**src/riscv_pkg.sv**
```systemverilog
// Shared constants and the instruction word type for the single-cycle RV32I core.
// Every design file refers to these through riscv_pkg:: scoped names.
package riscv_pkg;

    localparam int XLEN = 32;
    localparam logic [XLEN-1:0] RESET_VECTOR = 32'h0000_0000;

    localparam logic [6:0] OPCODE_LUI    = 7'b0110111;
    localparam logic [6:0] OPCODE_AUIPC  = 7'b0010111;
    localparam logic [6:0] OPCODE_JAL    = 7'b1101111;
    localparam logic [6:0] OPCODE_JALR   = 7'b1100111;
    localparam logic [6:0] OPCODE_BRANCH = 7'b1100011;
    localparam logic [6:0] OPCODE_LOAD   = 7'b0000011;
    localparam logic [6:0] OPCODE_STORE  = 7'b0100011;
    localparam logic [6:0] OPCODE_OP_IMM = 7'b0010011;
    localparam logic [6:0] OPCODE_OP     = 7'b0110011;

    // operation class handed from the main decoder to the ALU decoder.
    localparam logic [1:0] ALU_OP_ADD    = 2'd0;
    localparam logic [1:0] ALU_OP_BRANCH = 2'd1;
    localparam logic [1:0] ALU_OP_IMM    = 2'd2;
    localparam logic [1:0] ALU_OP_REG    = 2'd3;

    localparam logic [4:0] ALU_ADD  = 5'd0;
    localparam logic [4:0] ALU_SUB  = 5'd1;
    localparam logic [4:0] ALU_SLL  = 5'd2;
    localparam logic [4:0] ALU_SLT  = 5'd3;
    localparam logic [4:0] ALU_SLTU = 5'd4;
    localparam logic [4:0] ALU_XOR  = 5'd5;
    localparam logic [4:0] ALU_SRL  = 5'd6;
    localparam logic [4:0] ALU_SRA  = 5'd7;
    localparam logic [4:0] ALU_OR   = 5'd8;
    localparam logic [4:0] ALU_AND  = 5'd9;

    localparam logic [2:0] WB_ALU  = 3'd0;
    localparam logic [2:0] WB_DATA = 3'd1;
    localparam logic [2:0] WB_IMM  = 3'd2;
    localparam logic [2:0] WB_PC4  = 3'd3;

    localparam logic [1:0] NEXT_PC_PLUS4  = 2'd0;
    localparam logic [1:0] NEXT_PC_BRANCH = 2'd1;
    localparam logic [1:0] NEXT_PC_JAL    = 2'd2;
    localparam logic [1:0] NEXT_PC_JALR   = 2'd3;

    localparam logic OPA_RS1 = 1'b0;
    localparam logic OPA_PC  = 1'b1;
    localparam logic OPB_RS2 = 1'b0;
    localparam logic OPB_IMM = 1'b1;

    // one instruction word seen through each of the six base formats.
    typedef union packed {
        struct packed {
            logic [6:0] funct7;
            logic [4:0] rs2;
            logic [4:0] rs1;
            logic [2:0] funct3;
            logic [4:0] rd;
            logic [6:0] opcode;
        } r;
        struct packed {
            logic [11:0] imm_11_0;
            logic [4:0]  rs1;
            logic [2:0]  funct3;
            logic [4:0]  rd;
            logic [6:0]  opcode;
        } i;
        struct packed {
            logic [6:0] imm_11_5;
            logic [4:0] rs2;
            logic [4:0] rs1;
            logic [2:0] funct3;
            logic [4:0] imm_4_0;
            logic [6:0] opcode;
        } s;
        struct packed {
            logic       imm_12;
            logic [5:0] imm_10_5;
            logic [4:0] rs2;
            logic [4:0] rs1;
            logic [2:0] funct3;
            logic [3:0] imm_4_1;
            logic       imm_11;
            logic [6:0] opcode;
        } b;
        struct packed {
            logic [19:0] imm_31_12;
            logic [4:0]  rd;
            logic [6:0]  opcode;
        } u;
        struct packed {
            logic       imm_20;
            logic [9:0] imm_10_1;
            logic       imm_11;
            logic [7:0] imm_19_12;
            logic [4:0] rd;
            logic [6:0] opcode;
        } j;
    } inst_t;

endpackage

```
**src/alu.sv**
```systemverilog
// 32-bit integer ALU for the RV32I base operations.
// Purely combinational, with a zero flag used for branch decisions.
module alu (
    input  logic [4:0]                 alu_function,
    input  logic [riscv_pkg::XLEN-1:0] operand_a,
    input  logic [riscv_pkg::XLEN-1:0] operand_b,
    output logic [riscv_pkg::XLEN-1:0] result,
    output logic                       result_equal_zero
);

    logic [4:0] shamt;

    assign shamt = operand_b[4:0];

    always_comb begin
        case (alu_function)
            riscv_pkg::ALU_ADD:  result = operand_a + operand_b;
            riscv_pkg::ALU_SUB:  result = operand_a - operand_b;
            riscv_pkg::ALU_SLL:  result = operand_a << shamt;
            riscv_pkg::ALU_SLT:  result = {31'b0, $signed(operand_a) < $signed(operand_b)};
            riscv_pkg::ALU_SLTU: result = {31'b0, operand_a < operand_b};
            riscv_pkg::ALU_XOR:  result = operand_a ^ operand_b;
            riscv_pkg::ALU_SRL:  result = operand_a >> shamt;
            riscv_pkg::ALU_SRA:  result = $unsigned($signed(operand_a) >>> shamt);
            riscv_pkg::ALU_OR:   result = operand_a | operand_b;
            riscv_pkg::ALU_AND:  result = operand_a & operand_b;
            default:             result = '0;
        endcase
    end

    assign result_equal_zero = (result == '0);

endmodule

```
**src/alu_control.sv**
```systemverilog
// ALU decoder.
// Turns the operation class plus funct3 and funct7 into an ALU function code.
module alu_control (
    input  logic [1:0] alu_op_type,
    input  logic [2:0] inst_funct3,
    input  logic [6:0] inst_funct7,
    output logic [4:0] alu_function
);

    always_comb begin
        alu_function = riscv_pkg::ALU_ADD;
        case (alu_op_type)
            riscv_pkg::ALU_OP_BRANCH: begin
                case (inst_funct3[2:1])
                    2'b10:   alu_function = riscv_pkg::ALU_SLT;  // BLT and BGE.
                    2'b11:   alu_function = riscv_pkg::ALU_SLTU;
                    default: alu_function = riscv_pkg::ALU_SUB;  // BEQ and BNE.
                endcase
            end
            riscv_pkg::ALU_OP_IMM, riscv_pkg::ALU_OP_REG: begin
                case (inst_funct3)
                    3'b000: begin
                        // there is no SUBI, so bit 5 only counts for register operands.
                        if (alu_op_type == riscv_pkg::ALU_OP_REG && inst_funct7[5])
                            alu_function = riscv_pkg::ALU_SUB;
                        else
                            alu_function = riscv_pkg::ALU_ADD;
                    end
                    3'b001: alu_function = riscv_pkg::ALU_SLL;
                    3'b010: alu_function = riscv_pkg::ALU_SLT;
                    3'b011: alu_function = riscv_pkg::ALU_SLTU;
                    3'b100: alu_function = riscv_pkg::ALU_XOR;
                    3'b101: alu_function = inst_funct7[5] ? riscv_pkg::ALU_SRA
                                                          : riscv_pkg::ALU_SRL;
                    3'b110: alu_function = riscv_pkg::ALU_OR;
                    default: alu_function = riscv_pkg::ALU_AND;
                endcase
            end
            default: alu_function = riscv_pkg::ALU_ADD;
        endcase
    end

endmodule

```
**src/regfile.sv**
```systemverilog
// Integer register file, x0 to x31.
// Two combinational read ports and one write port on the rising clock edge.
module regfile (
    input  logic                       clock,
    input  logic                       write_enable,
    input  logic [4:0]                 rd_address,
    input  logic [4:0]                 rs1_address,
    input  logic [4:0]                 rs2_address,
    input  logic [riscv_pkg::XLEN-1:0] rd_data,
    output logic [riscv_pkg::XLEN-1:0] rs1_data,
    output logic [riscv_pkg::XLEN-1:0] rs2_data
);

    logic [riscv_pkg::XLEN-1:0] regs [32];

    always_ff @(posedge clock) begin
        if (write_enable && rd_address != 5'd0)
            regs[rd_address] <= rd_data;
    end

    // x0 is never written, so its reads are forced to zero here.
    assign rs1_data = (rs1_address == 5'd0) ? '0 : regs[rs1_address];
    assign rs2_data = (rs2_address == 5'd0) ? '0 : regs[rs2_address];

endmodule

```
**src/riscv_core.sv**
```systemverilog
// Top level of the single-cycle RV32I core.
// Joins control path and datapath; instruction and data memories sit outside.
module riscv_core (
    input  logic                       clock,
    input  logic                       rst,
    input  logic [31:0]                inst_data,
    input  logic                       inst_available,
    input  logic [riscv_pkg::XLEN-1:0] data_read_data,
    input  logic                       data_available,
    output logic [riscv_pkg::XLEN-1:0] inst_addr,
    output logic [riscv_pkg::XLEN-1:0] data_addr,
    output logic [riscv_pkg::XLEN-1:0] data_write_data,
    output logic                       data_read_enable,
    output logic                       data_write_enable
);

    riscv_pkg::inst_t inst;
    logic             pc_write_enable;
    logic             regfile_write_enable;
    logic             alu_operand_a_select;
    logic             alu_operand_b_select;
    logic             alu_result_equal_zero;
    logic [2:0]       reg_writeback_select;
    logic [4:0]       alu_function;
    logic [1:0]       next_pc_select;

    assign inst = inst_data;

    singlecycle_ctlpath u_ctlpath (
        .inst_opcode           (inst.r.opcode),
        .inst_funct3           (inst.r.funct3),
        .inst_funct7           (inst.r.funct7),
        .alu_result_equal_zero (alu_result_equal_zero),
        .inst_available        (inst_available),
        .data_available        (data_available),
        .pc_write_enable       (pc_write_enable),
        .regfile_write_enable  (regfile_write_enable),
        .alu_operand_a_select  (alu_operand_a_select),
        .alu_operand_b_select  (alu_operand_b_select),
        .data_mem_read_enable  (data_read_enable),
        .data_mem_write_enable (data_write_enable),
        .reg_writeback_select  (reg_writeback_select),
        .alu_function          (alu_function),
        .next_pc_select        (next_pc_select)
    );

    singlecycle_datapath u_datapath (
        .clock                 (clock),
        .rst                   (rst),
        .inst_data             (inst_data),
        .data_read_data        (data_read_data),
        .pc_write_enable       (pc_write_enable),
        .regfile_write_enable  (regfile_write_enable),
        .alu_operand_a_select  (alu_operand_a_select),
        .alu_operand_b_select  (alu_operand_b_select),
        .reg_writeback_select  (reg_writeback_select),
        .alu_function          (alu_function),
        .next_pc_select        (next_pc_select),
        .inst_addr             (inst_addr),
        .data_addr             (data_addr),
        .data_write_data       (data_write_data),
        .alu_result_equal_zero (alu_result_equal_zero)
    );

endmodule

```
**src/singlecycle_control.sv**
```systemverilog
// Main opcode decoder of the single-cycle core.
// Produces the raw enables and selects before any availability gating.
module singlecycle_control (
    input  logic [6:0] inst_opcode,
    input  logic       take_branch,
    output logic       pc_write_enable,
    output logic       regfile_write_enable,
    output logic       alu_operand_a_select,
    output logic       alu_operand_b_select,
    output logic [1:0] alu_op_type,
    output logic       data_mem_read_enable,
    output logic       data_mem_write_enable,
    output logic [2:0] reg_writeback_select,
    output logic [1:0] next_pc_select
);

    always_comb begin
        // unknown opcodes fall through as a plain PC step with nothing written.
        pc_write_enable       = 1'b1;
        regfile_write_enable  = 1'b0;
        alu_operand_a_select  = riscv_pkg::OPA_RS1;
        alu_operand_b_select  = riscv_pkg::OPB_RS2;
        alu_op_type           = riscv_pkg::ALU_OP_ADD;
        data_mem_read_enable  = 1'b0;
        data_mem_write_enable = 1'b0;
        reg_writeback_select  = riscv_pkg::WB_ALU;
        next_pc_select        = riscv_pkg::NEXT_PC_PLUS4;

        case (inst_opcode)
            riscv_pkg::OPCODE_LUI: begin
                regfile_write_enable = 1'b1;
                reg_writeback_select = riscv_pkg::WB_IMM;
            end
            riscv_pkg::OPCODE_AUIPC: begin
                regfile_write_enable = 1'b1;
                alu_operand_a_select = riscv_pkg::OPA_PC;
                alu_operand_b_select = riscv_pkg::OPB_IMM;
            end
            riscv_pkg::OPCODE_JAL: begin
                regfile_write_enable = 1'b1;
                reg_writeback_select = riscv_pkg::WB_PC4;
                next_pc_select       = riscv_pkg::NEXT_PC_JAL;
            end
            riscv_pkg::OPCODE_JALR: begin
                regfile_write_enable = 1'b1;
                alu_operand_b_select = riscv_pkg::OPB_IMM; // target comes from the ALU sum.
                reg_writeback_select = riscv_pkg::WB_PC4;
                next_pc_select       = riscv_pkg::NEXT_PC_JALR;
            end
            riscv_pkg::OPCODE_BRANCH: begin
                alu_op_type    = riscv_pkg::ALU_OP_BRANCH;
                next_pc_select = take_branch ? riscv_pkg::NEXT_PC_BRANCH
                                             : riscv_pkg::NEXT_PC_PLUS4;
            end
            riscv_pkg::OPCODE_LOAD: begin
                regfile_write_enable = 1'b1;
                alu_operand_b_select = riscv_pkg::OPB_IMM;
                data_mem_read_enable = 1'b1;
                reg_writeback_select = riscv_pkg::WB_DATA;
            end
            riscv_pkg::OPCODE_STORE: begin
                alu_operand_b_select  = riscv_pkg::OPB_IMM;
                data_mem_write_enable = 1'b1;
            end
            riscv_pkg::OPCODE_OP_IMM: begin
                regfile_write_enable = 1'b1;
                alu_operand_b_select = riscv_pkg::OPB_IMM;
                alu_op_type          = riscv_pkg::ALU_OP_IMM;
            end
            riscv_pkg::OPCODE_OP: begin
                regfile_write_enable = 1'b1;
                alu_op_type          = riscv_pkg::ALU_OP_REG;
            end
            default: begin
            end
        endcase
    end

endmodule

```
**src/singlecycle_ctlpath.sv**
```systemverilog
// Control path of the single-cycle core.
// Gates the decoded enables with memory availability and makes the branch decision.
module singlecycle_ctlpath (
    input  logic [6:0] inst_opcode,
    input  logic [2:0] inst_funct3,
    input  logic [6:0] inst_funct7,
    input  logic       alu_result_equal_zero,
    input  logic       inst_available,
    input  logic       data_available,
    output logic       pc_write_enable,
    output logic       regfile_write_enable,
    output logic       alu_operand_a_select,
    output logic       alu_operand_b_select,
    output logic       data_mem_read_enable,
    output logic       data_mem_write_enable,
    output logic [2:0] reg_writeback_select,
    output logic [4:0] alu_function,
    output logic [1:0] next_pc_select
);

    logic       take_branch;
    logic       inst_done;
    logic [1:0] alu_op_type;
    logic       pc_write_enable_raw;
    logic       regfile_write_enable_raw;
    logic       data_mem_read_enable_raw;
    logic       data_mem_write_enable_raw;

    // EQ/NE compare with SUB, the others with SLT/SLTU; funct3[0] inverts the sense.
    assign take_branch = (inst_funct3[2] ? !alu_result_equal_zero : alu_result_equal_zero)
                         ^ inst_funct3[0];

    // a load is only complete once its data has come back.
    assign inst_done = inst_available && (data_available || !data_mem_read_enable_raw);

    assign pc_write_enable       = inst_done && pc_write_enable_raw;
    assign regfile_write_enable  = inst_available && regfile_write_enable_raw;
    assign data_mem_read_enable  = inst_available && data_mem_read_enable_raw;
    assign data_mem_write_enable = inst_available && data_mem_write_enable_raw;

    singlecycle_control u_control (
        .inst_opcode           (inst_opcode),
        .take_branch           (take_branch),
        .pc_write_enable       (pc_write_enable_raw),
        .regfile_write_enable  (regfile_write_enable_raw),
        .alu_operand_a_select  (alu_operand_a_select),
        .alu_operand_b_select  (alu_operand_b_select),
        .alu_op_type           (alu_op_type),
        .data_mem_read_enable  (data_mem_read_enable_raw),
        .data_mem_write_enable (data_mem_write_enable_raw),
        .reg_writeback_select  (reg_writeback_select),
        .next_pc_select        (next_pc_select)
    );

    alu_control u_alu_control (
        .alu_op_type  (alu_op_type),
        .inst_funct3  (inst_funct3),
        .inst_funct7  (inst_funct7),
        .alu_function (alu_function)
    );

endmodule

```
**src/singlecycle_datapath.sv**
```systemverilog
// Datapath of the single-cycle core.
// Holds the PC, builds immediates, muxes ALU operands and writeback, picks the next PC.
module singlecycle_datapath (
    input  logic                       clock,
    input  logic                       rst,
    input  logic [31:0]                inst_data,
    input  logic [riscv_pkg::XLEN-1:0] data_read_data,
    input  logic                       pc_write_enable,
    input  logic                       regfile_write_enable,
    input  logic                       alu_operand_a_select,
    input  logic                       alu_operand_b_select,
    input  logic [2:0]                 reg_writeback_select,
    input  logic [4:0]                 alu_function,
    input  logic [1:0]                 next_pc_select,
    output logic [riscv_pkg::XLEN-1:0] inst_addr,
    output logic [riscv_pkg::XLEN-1:0] data_addr,
    output logic [riscv_pkg::XLEN-1:0] data_write_data,
    output logic                       alu_result_equal_zero
);

    riscv_pkg::inst_t           inst;
    logic [riscv_pkg::XLEN-1:0] pc;
    logic [riscv_pkg::XLEN-1:0] pc_plus4;
    logic [riscv_pkg::XLEN-1:0] next_pc;
    logic [riscv_pkg::XLEN-1:0] imm;
    logic [riscv_pkg::XLEN-1:0] rs1_data;
    logic [riscv_pkg::XLEN-1:0] rs2_data;
    logic [riscv_pkg::XLEN-1:0] operand_a;
    logic [riscv_pkg::XLEN-1:0] operand_b;
    logic [riscv_pkg::XLEN-1:0] alu_result;
    logic [riscv_pkg::XLEN-1:0] rd_data;

    assign inst = inst_data;

    always_comb begin
        case (inst.r.opcode)
            riscv_pkg::OPCODE_LUI, riscv_pkg::OPCODE_AUIPC:
                imm = {inst.u.imm_31_12, 12'b0};
            riscv_pkg::OPCODE_JAL:
                imm = {{11{inst.j.imm_20}}, inst.j.imm_20, inst.j.imm_19_12,
                       inst.j.imm_11, inst.j.imm_10_1, 1'b0};
            riscv_pkg::OPCODE_BRANCH:
                imm = {{19{inst.b.imm_12}}, inst.b.imm_12, inst.b.imm_11,
                       inst.b.imm_10_5, inst.b.imm_4_1, 1'b0};
            riscv_pkg::OPCODE_STORE:
                imm = {{20{inst.s.imm_11_5[6]}}, inst.s.imm_11_5, inst.s.imm_4_0};
            default:
                imm = {{20{inst.i.imm_11_0[11]}}, inst.i.imm_11_0}; // loads, OP-IMM, JALR.
        endcase
    end

    regfile u_regfile (
        .clock        (clock),
        .write_enable (regfile_write_enable),
        .rd_address   (inst.r.rd),
        .rs1_address  (inst.r.rs1),
        .rs2_address  (inst.r.rs2),
        .rd_data      (rd_data),
        .rs1_data     (rs1_data),
        .rs2_data     (rs2_data)
    );

    assign operand_a = (alu_operand_a_select == riscv_pkg::OPA_PC) ? pc : rs1_data;
    assign operand_b = (alu_operand_b_select == riscv_pkg::OPB_IMM) ? imm : rs2_data;

    alu u_alu (
        .alu_function      (alu_function),
        .operand_a         (operand_a),
        .operand_b         (operand_b),
        .result            (alu_result),
        .result_equal_zero (alu_result_equal_zero)
    );

    assign pc_plus4 = pc + 32'd4;

    always_comb begin
        case (reg_writeback_select)
            riscv_pkg::WB_DATA: rd_data = data_read_data;
            riscv_pkg::WB_IMM:  rd_data = imm;
            riscv_pkg::WB_PC4:  rd_data = pc_plus4;
            default:            rd_data = alu_result;
        endcase
    end

    // the ALU is busy comparing during a branch, so targets get their own adder.
    always_comb begin
        case (next_pc_select)
            riscv_pkg::NEXT_PC_BRANCH, riscv_pkg::NEXT_PC_JAL: next_pc = pc + imm;
            riscv_pkg::NEXT_PC_JALR: next_pc = {alu_result[31:1], 1'b0};
            default:                 next_pc = pc_plus4;
        endcase
    end

    always_ff @(posedge clock) begin
        if (rst)
            pc <= riscv_pkg::RESET_VECTOR;
        else if (pc_write_enable)
            pc <= next_pc;
    end

    assign inst_addr       = pc;
    assign data_addr       = alu_result;
    assign data_write_data = rs2_data;

endmodule

```
**config.mk**
```make
export PLATFORM = sky130hd
export DESIGN_NAME = riscv_core
export DESIGN_NICKNAME = d
export VERILOG_FILES = /design/src/riscv_pkg.sv /design/src/alu.sv /design/src/alu_control.sv /design/src/regfile.sv /design/src/riscv_core.sv /design/src/singlecycle_control.sv /design/src/singlecycle_ctlpath.sv /design/src/singlecycle_datapath.sv
export SDC_FILE = /design/constraint.sdc
export NUM_CORES = 2
export LEC_CHECK = 0
export BUFFER_PORTS_ARGS = -buffer_cell sky130_fd_sc_hd__buf_2
export CORE_MARGIN = 2
export CORE_UTILIZATION = 32
export CTS_CLUSTER_DIAMETER = 80
export CTS_CLUSTER_SIZE = 30
export DETAILED_ROUTE_END_ITERATION = 12
export PLACE_DENSITY_LB_ADDON = 0.05
export SYNTH_ARGS = -nofsm -noshare
export SYNTH_HDL_FRONTEND = slang
export SYNTH_HIERARCHICAL = 1
export SYNTH_SLANG_ARGS = --single-unit
```
**constraint.sdc**
```tcl
create_clock -name clock -period 9.5 [get_ports clock]
set_input_delay 0.95 -clock clock [delete_from_list [all_inputs] [get_ports clock]]
set_output_delay 0.95 -clock clock [all_outputs]
set_load 0.01 [all_outputs]
```
* Word-level counts from Yosys, hierarchy flattened
Memories as Yosys holds them, arrays and structs flattened. Index checks and enable logic that the tools add are counted.
Operators by class: add/subtract/negate cells 4, $lt $le $gt $ge 2, equality and inequality tests 35, shift operators 3, mux-type cells 25, bitwise gates (word level) 4, reductions and logical operators 21
Operators by type and width (number):
- $pmux 32 s10 | 1
- $mux 32 | 4
- $pmux 31 s4 | 1
- $pmux 32 s3 | 1
- $add 32x32->32 | 2
- $lt 32x32->1 | 2
- $pmux 32 s2 | 1
- $pmux 5 s7 | 1
- $add 32x3->32 const B | 1
- $and 32x32->32 | 1
- $logic_not 32->1 | 1
- $or 32x32->32 | 1
- $shl 32x5->32 | 1
- $shr 32x5->32 | 1
- $sshr 32x5->32 | 1
- $sub 32x32->32 | 1
- $xor 32x32->32 | 1
- $eq 7x6->1 const B | 3
- $eq 7x7->1 const B | 3
- $eq 5x3->1 const B | 4
- $pmux 2 s3 | 3
- $eq 2x2->1 const B | 8
- $logic_not 5->1 | 3
- $eq 7x5->1 const B | 2
- 20 further kinds | 46
Word-level totals: bits in registers 32, RAM bits 1024, bits of input ports 68, logic and storage cells 96, memories 1
Memory list:
- u_datapath.u_regfile.regs | words 32, bits a word 32, read ports 2, clocked after Yosys merged registers in 0, write ports 1, RTL line regfile.sv:14 | logic [riscv_pkg::XLEN-1:0] regs [32];

* Logic depth before layout (Yosys ltp)
depth in word-level cells 18, depth in mapped cells 42

* Hierarchy
The synthesis kept the hierarchy.
By module, submodules not included:
- regfile | times used 1, cells an instance 2564, area each 47929.7 um^2
- alu | times used 1, cells an instance 1468, area each 10045.9 um^2
- singlecycle_datapath | times used 1, cells an instance 909, area each 6251.0 um^2
- singlecycle_control | times used 1, cells an instance 35, area each 274.0 um^2
- alu_control | times used 1, cells an instance 18, area each 112.6 um^2
- singlecycle_ctlpath | times used 1, cells an instance 8, area each 48.8 um^2

* Worst setup path before layout
Ideal clock, no wire load.
kind input to register, start input inst_data[22], end register u_datapath.pc, in the netlist u_datapath/inst_addr[25], library setup time 0.132 ns, arrival 8.398 ns, required time 9.368 ns, setup slack 0.970 ns, stages 36, buffers on the path 7, path through buf_4 > or3_1 > buf_2 > buf_1 > o221ai_1 > a21oi_1 > a211oi_1 > nor2_1 > a21oi_1 > clkinv_1 > buf_1 > ha_1 > clkbuf_1 > nand2_1 > o31a_1 > a2111o_1 > a21oi_1 > nand3b_1 > o211ai_1 > or4b_1 > or4_1 > nor4_1 > nand4_1 > nor2_1 > xnor2_1 > xnor2_1 > nor2_1 > nor3_1 > inv_1 > ha_1 > inv_1 > clkbuf_1 > nand2_1 > clkbuf_1 > a221oi_1 > nor3_1
Between the ends: longest elaborated chain between the ends 14, elaborated cells between the ends (all ways) 28, those cells by class 3 x add/sub; 2 x order compare; 3 x eq/ne; 3 x shift; 8 x mux; 4 x bitwise; 4 x reduce/logical; 1 x memory
Ends and longest elaborated chain:
- from (decl) | RTL line riscv_core.sv:6 | input logic [31:0] inst_data,
- $mem_v2 32x32 / $logic_not 5->1 (equally long branches)
- $mux 32 * | RTL line regfile.sv:23 | assign rs2_data = (rs2_address == 5'd0) ? '0 : regs[rs2_address];
- net data_write_data (one bit) | RTL line riscv_core.sv:12 | output logic [riscv_pkg::XLEN-1:0] data_write_data,
- $mux 32 * | RTL line singlecycle_datapath.sv:64 | assign operand_b = (alu_operand_b_select == riscv_pkg::OPB_IMM) ? imm : rs2_data;
- net u_datapath.operand_b (one bit) | RTL line singlecycle_datapath.sv:29 | logic [riscv_pkg::XLEN-1:0] operand_b;
- $sub 32x32->32 (tied with other cells) | RTL line alu.sv:18 | riscv_pkg::ALU_SUB: result = operand_a - operand_b;
- $pmux 32 s10 * | RTL line alu.sv:16 | case (alu_function)
- net data_addr (one bit) | RTL line riscv_core.sv:11 | output logic [riscv_pkg::XLEN-1:0] data_addr,
- [1 not listed]
- net alu_result_equal_zero | RTL line riscv_core.sv:22 | logic alu_result_equal_zero;
- [2 not listed]
- $xor 1x1->1 * | RTL line singlecycle_ctlpath.sv:31 | ^ inst_funct3[0];
- net u_ctlpath.take_branch | RTL line singlecycle_ctlpath.sv:21 | logic take_branch;
- $mux 1 * | RTL line singlecycle_control.sv:52 | next_pc_select = take_branch ? riscv_pkg::NEXT_PC_BRANCH
- $pmux 2 s3 * | RTL line singlecycle_control.sv:29 | case (inst_opcode)
- net next_pc_select[0] | RTL line riscv_core.sv:25 | logic [1:0] next_pc_select;
- $eq 2x1->1 / $eq 2x2->1 (equally long branches) | RTL line singlecycle_datapath.sv:87 | case (next_pc_select)
- $reduce_or 2->1 | RTL line singlecycle_datapath.sv:87
- $pmux 32 s2 * | RTL line singlecycle_datapath.sv:87
- to (signal assigned) | RTL line singlecycle_datapath.sv:96 | pc <= riscv_pkg::RESET_VECTOR;
- to (signal assigned) | RTL line singlecycle_datapath.sv:98 | pc <= next_pc;
- to (decl) | RTL line singlecycle_datapath.sv:22 | logic [riscv_pkg::XLEN-1:0] pc;
The timed path passes the listed nets; every way through them passes the cells marked *. A chain may end at the register's enable or synchronous reset.

* Worst setup path after layout
start input inst_data[22], end register u_datapath.pc, in the netlist u_datapath/inst_addr[7]
Between the ends: longest elaborated chain between the ends 14, elaborated cells between the ends (all ways) 28, those cells by class 3 x add/sub; 2 x order compare; 3 x eq/ne; 3 x shift; 8 x mux; 4 x bitwise; 4 x reduce/logical; 1 x memory
Ends and longest elaborated chain:
- $mem_v2 32x32 / $logic_not 5->1 (equally long branches)
- $mux 32 * | RTL line regfile.sv:23
- $mux 32 * | RTL line singlecycle_datapath.sv:64
- net u_datapath.operand_b (one bit) | RTL line singlecycle_datapath.sv:29
- $sub 32x32->32 (tied with other cells) | RTL line alu.sv:18
- $pmux 32 s10 * | RTL line alu.sv:16
- $logic_not 32->1 * | RTL line alu.sv:31 | assign result_equal_zero = (result == '0);
- net alu_result_equal_zero | RTL line riscv_core.sv:22
- [2 not listed]
- $xor 1x1->1 * | RTL line singlecycle_ctlpath.sv:31
- net u_ctlpath.take_branch | RTL line singlecycle_ctlpath.sv:21
- $mux 1 * | RTL line singlecycle_control.sv:52
- $pmux 2 s3 * | RTL line singlecycle_control.sv:29
- net next_pc_select[0] | RTL line riscv_core.sv:25
- $eq 2x1->1 / $eq 2x2->1 (equally long branches) | RTL line singlecycle_datapath.sv:87
- $reduce_or 2->1 | RTL line singlecycle_datapath.sv:87
- $pmux 32 s2 * | RTL line singlecycle_datapath.sv:87
Marks and branches as above.

==> results.md <==
- Status: finished clean
- Setup Skew: 0.0726 ns
- Die width: 454 µm
- Row cnt: 165
- CTS Buf Count: 79
- Crit end category: flip-flop
- Clock tree buffer depth: 3
- Clk sinks: about 1100
- Total Routing Usage GR: 0.305
- Cells after Synth: 5002
- Chip height: 454 µm
- Drt total wl: between 300 and 400 mm
- Pins Over Slew Limit: 0
- Multi-input gate area: 31400 µm²
- HPWL after detailed placement: 223 mm
- Hold Violations, Final: 0
- Area Growth Syn to Fin: 18.2%
- Clk root buf: clkbuf_16
- Layout cells sized above 1: 0.294
- Final ANT Viol Nets: 0
- Die ar.: 206000 µm²
- Sw Share: 0.353
- F_max: 110 MHz
- EDFF count, synth: approximately 1000
- RSZ-0062 raised after global routing: no
- Initial Utilization: 0.321
- Vias per cell: 6.20
- Port bufs: 165
- Fin crit share: 0.959
- # setup viols final: 0
- Largest family of logic cells by synthesized area: multiplexers
- CTS tree: yes
- Initial antenna violation count: 20
- FF+latch count, synth: 1056
- Portion of netlist area occupied by mux cells: 0.224
- Gate power share: 0.306
- Reg area: 31400 µm²
- Non-filler instance count after layout: 8329
- Transition time at the pin with the least slew margin: around 1.3 ns
- Peak supply drop: roughly 0.00016 V
- GPL Wtd Cong: 0.984
- 1st-pass router iterations: 8
- Switch Pwr: 4.74 mW
- Fill cells: ~20000
- Nets: 5791
- Startpoint types: input port
- Cell area after synthesis: 64700 µm²
- Slowest cell on crit path: nor4b_1
- Wire length per cell: 38.5 µm
- Async S/R FF share, synth: 0
- Total Power: 13.4 mW
- Most frequent CP cell: buf_4
- Cell Int Power: 8.70 mW
- Post-synth cell types: 116
- P per Cell Area: 176 nW/µm²
- Critical path class: input port to flip-flop
- Slew margin rel.: 0.0955
- Clock power share: 0.278
- Worst-skew pair later-pin latency: 0.77 ns
- Register area share after synthesis: 0.485
- Post-Synth Simple-Gate Area: 0.0776
- YS warnings: 6
- Core Area: 201000 µm²
- Main synth FF type: edfxtp_1
- H-tree levels: 3
- DRC: 0
- Grt ovf: 0
- Via count: 51600
- Pin count of the biggest net entering global routing: 93
- First-pass GRT wire length: 434 mm
- Crit path arrival time: 9.69 ns
- Largest stage delay, worst path: 0.77 ns
- Period minus WS final: 9.11 ns
- Worst Hold Class: flip-flop to flip-flop
- Flop pwr share: 0.415
- Post-synthesis compound-gate area fraction: 0.136
- Ports: 166
- CTS clock-pin slew for the worst setup and hold paths: 0.07 ns
- Dpl cells: 8173
- Critical path data required time: between 10 and 15 ns
- Mapped Avg Cell Area: approximately 13 µm²
- Static leakage: 27.4 nW
- Post-Synth XOR/XNOR Area: 0.00975
- Initial DRC Count: 6385
- Synthesized-area fraction occupied by adder cells: 0.0272
- Max-cap violations: 0
- Vias in the first global route: about 50000
- Crit-path max FO: between 40 and 50
==> cells in the mapped netlist (all sizes together), types with 12 or more instances <==
| master | n | area, µm² |
|---|---|---|
| a2111oi | 12 | 111 |
| a211oi | 110 | 841 |
| a21o | 31 | 233 |
| a21oi | 271 | 1360 |
| a221oi | 93 | 940 |
| a22oi | 90 | 676 |
| a311oi | 36 | 322 |
| a31oi | 32 | 200 |
| and2 | 28 | 178 |
| and3 | 29 | 186 |
| buf | 175 | 1110 |
| clkbuf | 242 | 913 |
| dfxtp | 32 | 641 |
| edfxtp | 1024 | 30700 |
| ha | 135 | 1690 |
| inv | 143 | 537 |
| mux2 | 142 | 1600 |
| mux2i | 381 | 3810 |
| mux4 | 395 | 9100 |
| nand2 | 285 | 1070 |
| nand2b | 23 | 144 |
| nand3 | 61 | 323 |
| nand3b | 22 | 165 |
| nand4 | 51 | 319 |
| nor2 | 270 | 1020 |
| nor2b | 63 | 394 |
| nor3 | 56 | 297 |
| nor4 | 29 | 196 |
| o2111ai | 19 | 166 |
| o211ai | 46 | 345 |
| o21a | 26 | 196 |
| o21ai | 203 | 1020 |
| o21bai | 12 | 90.1 |
| o221ai | 81 | 709 |
| o22ai | 27 | 169 |
| o31ai | 20 | 150 |
| or2 | 16 | 100 |
| or3 | 20 | 130 |
| xnor2 | 51 | 447 |
| xor2 | 21 | 184 |
==> registers in the layout (all words and copies together) (netlist names) <==
name and flops:
u_datapath/u_regfile/regs 1024, u_datapath/inst_addr 32
==> critical path, delay by kind of cell <==
family / cells / cell delay [ns]
simple gates: 8 / 2.03
fa+ha+maj: 1 / 0.49
compound gates: 10 / 2.70
xor+xnor: 2 / 0.37
buf+inv: 11 / 2.29
mux: 3 / 0.75
==> worst paths after layout <==
kind	startpoint	to	slack, ns	cells after the start
worst max-delay path	inst_data[22]	u_datapath/inst_addr[7]	0.39	35
worst min-delay path	u_datapath/inst_addr[6]	u_datapath/inst_addr[6]	0.55	2
worst max register to register	u_datapath/u_regfile/regs[31][0]	u_datapath/inst_addr[7]	0.87	33
worst min register to register	u_datapath/inst_addr[6]	u_datapath/inst_addr[6]	0.55	2
==> through the flow <==
step | util | worst slack (ns) | cell area [µm²] | hold slack, ns | TNS [ns]
floorplan | - | 0.970 | 64800 | 0.513 | 0
global placement | 0.365 | -0.203 | 73500 | 0.545 | -2.87
detailed placement | 0.365 | -0.297 | 73500 | 0.525 | -3.24
CTS | 0.379 | 0.405 | 76300 | 0.545 | 0
global route | 0.379 | 0.126 | 76400 | 0.595 | 0
finish | 0.379 | 0.392 | 76400 | 0.549 | 0
==> layout make-up <==
type	count	share of cell area
clock inverter	62	0.0106
antenna	9	0.000295
tap	2672	0.0438
sequential	1056	0.411
timing repair buffer	888	0.0906
clock buffer	82	0.0260
inverter	146	0.00721
multi-input combinational	3414	0.411
==> layer usage <==
metal  vias up  global-route usage  routed length (µm)
met5         -                   0                  27
met1     27300               0.408              134000
met4         4               0.127               14600
met2      2469               0.495              150000
li1      21400                   -                   -
met3       450              0.0422               21600
==> placed cells by master (no fill, tap or decap), types with 49 or more instances in the layout <==
cell type,n
buf_2,158
buf_4,675
mux2i_1,380
o221ai_1,80
nand4_1,51
nand3_1,59
mux4_2,341
mux2_2,130
nor2b_1,58
xnor2_1,51
nand2_1,284
o21ai_0,172
nor3_1,53
a21oi_1,264
a221oi_1,73
clkbuf_16,79
a211oi_1,104
inv_1,139
a22oi_1,90
nor2_1,235
buf_12,49
ha_1,135
mux4_1,54
edfxtp_1,1024
==> logic make-up (layout without fill, tap and decap cells) <==
group | count (synthesis) | after routing
AOI/OAI and AO/OA | 1242 | 1242
muxes | 918 | 918
DFF | 1056 | 1056
other | 4 | 44
buffers and inverters | 563 | 1178
and+or+nand+nor | 1008 | 1008
xor gates and xnor gates | 72 | 72
adders and majority gates | 139 | 139
==> power groups by stage <==
stage	Clock (mW)	Sequential, mW	Combinational, mW
detailed placement	0	5.69	4.03
floorplan	0	5.70	1.93
global placement	0	5.69	4.07
global route	3.97	5.59	4.29
CTS	3.84	5.58	4.04
finish	3.74	5.58	4.12
==> what timing repair did <==
item,CTS,global route
hold buffers,0,0
buffers inserted,0,3
setup endpoints to repair,0,8
resized for setup,0,2
Power figures use the tool's default switching activity.
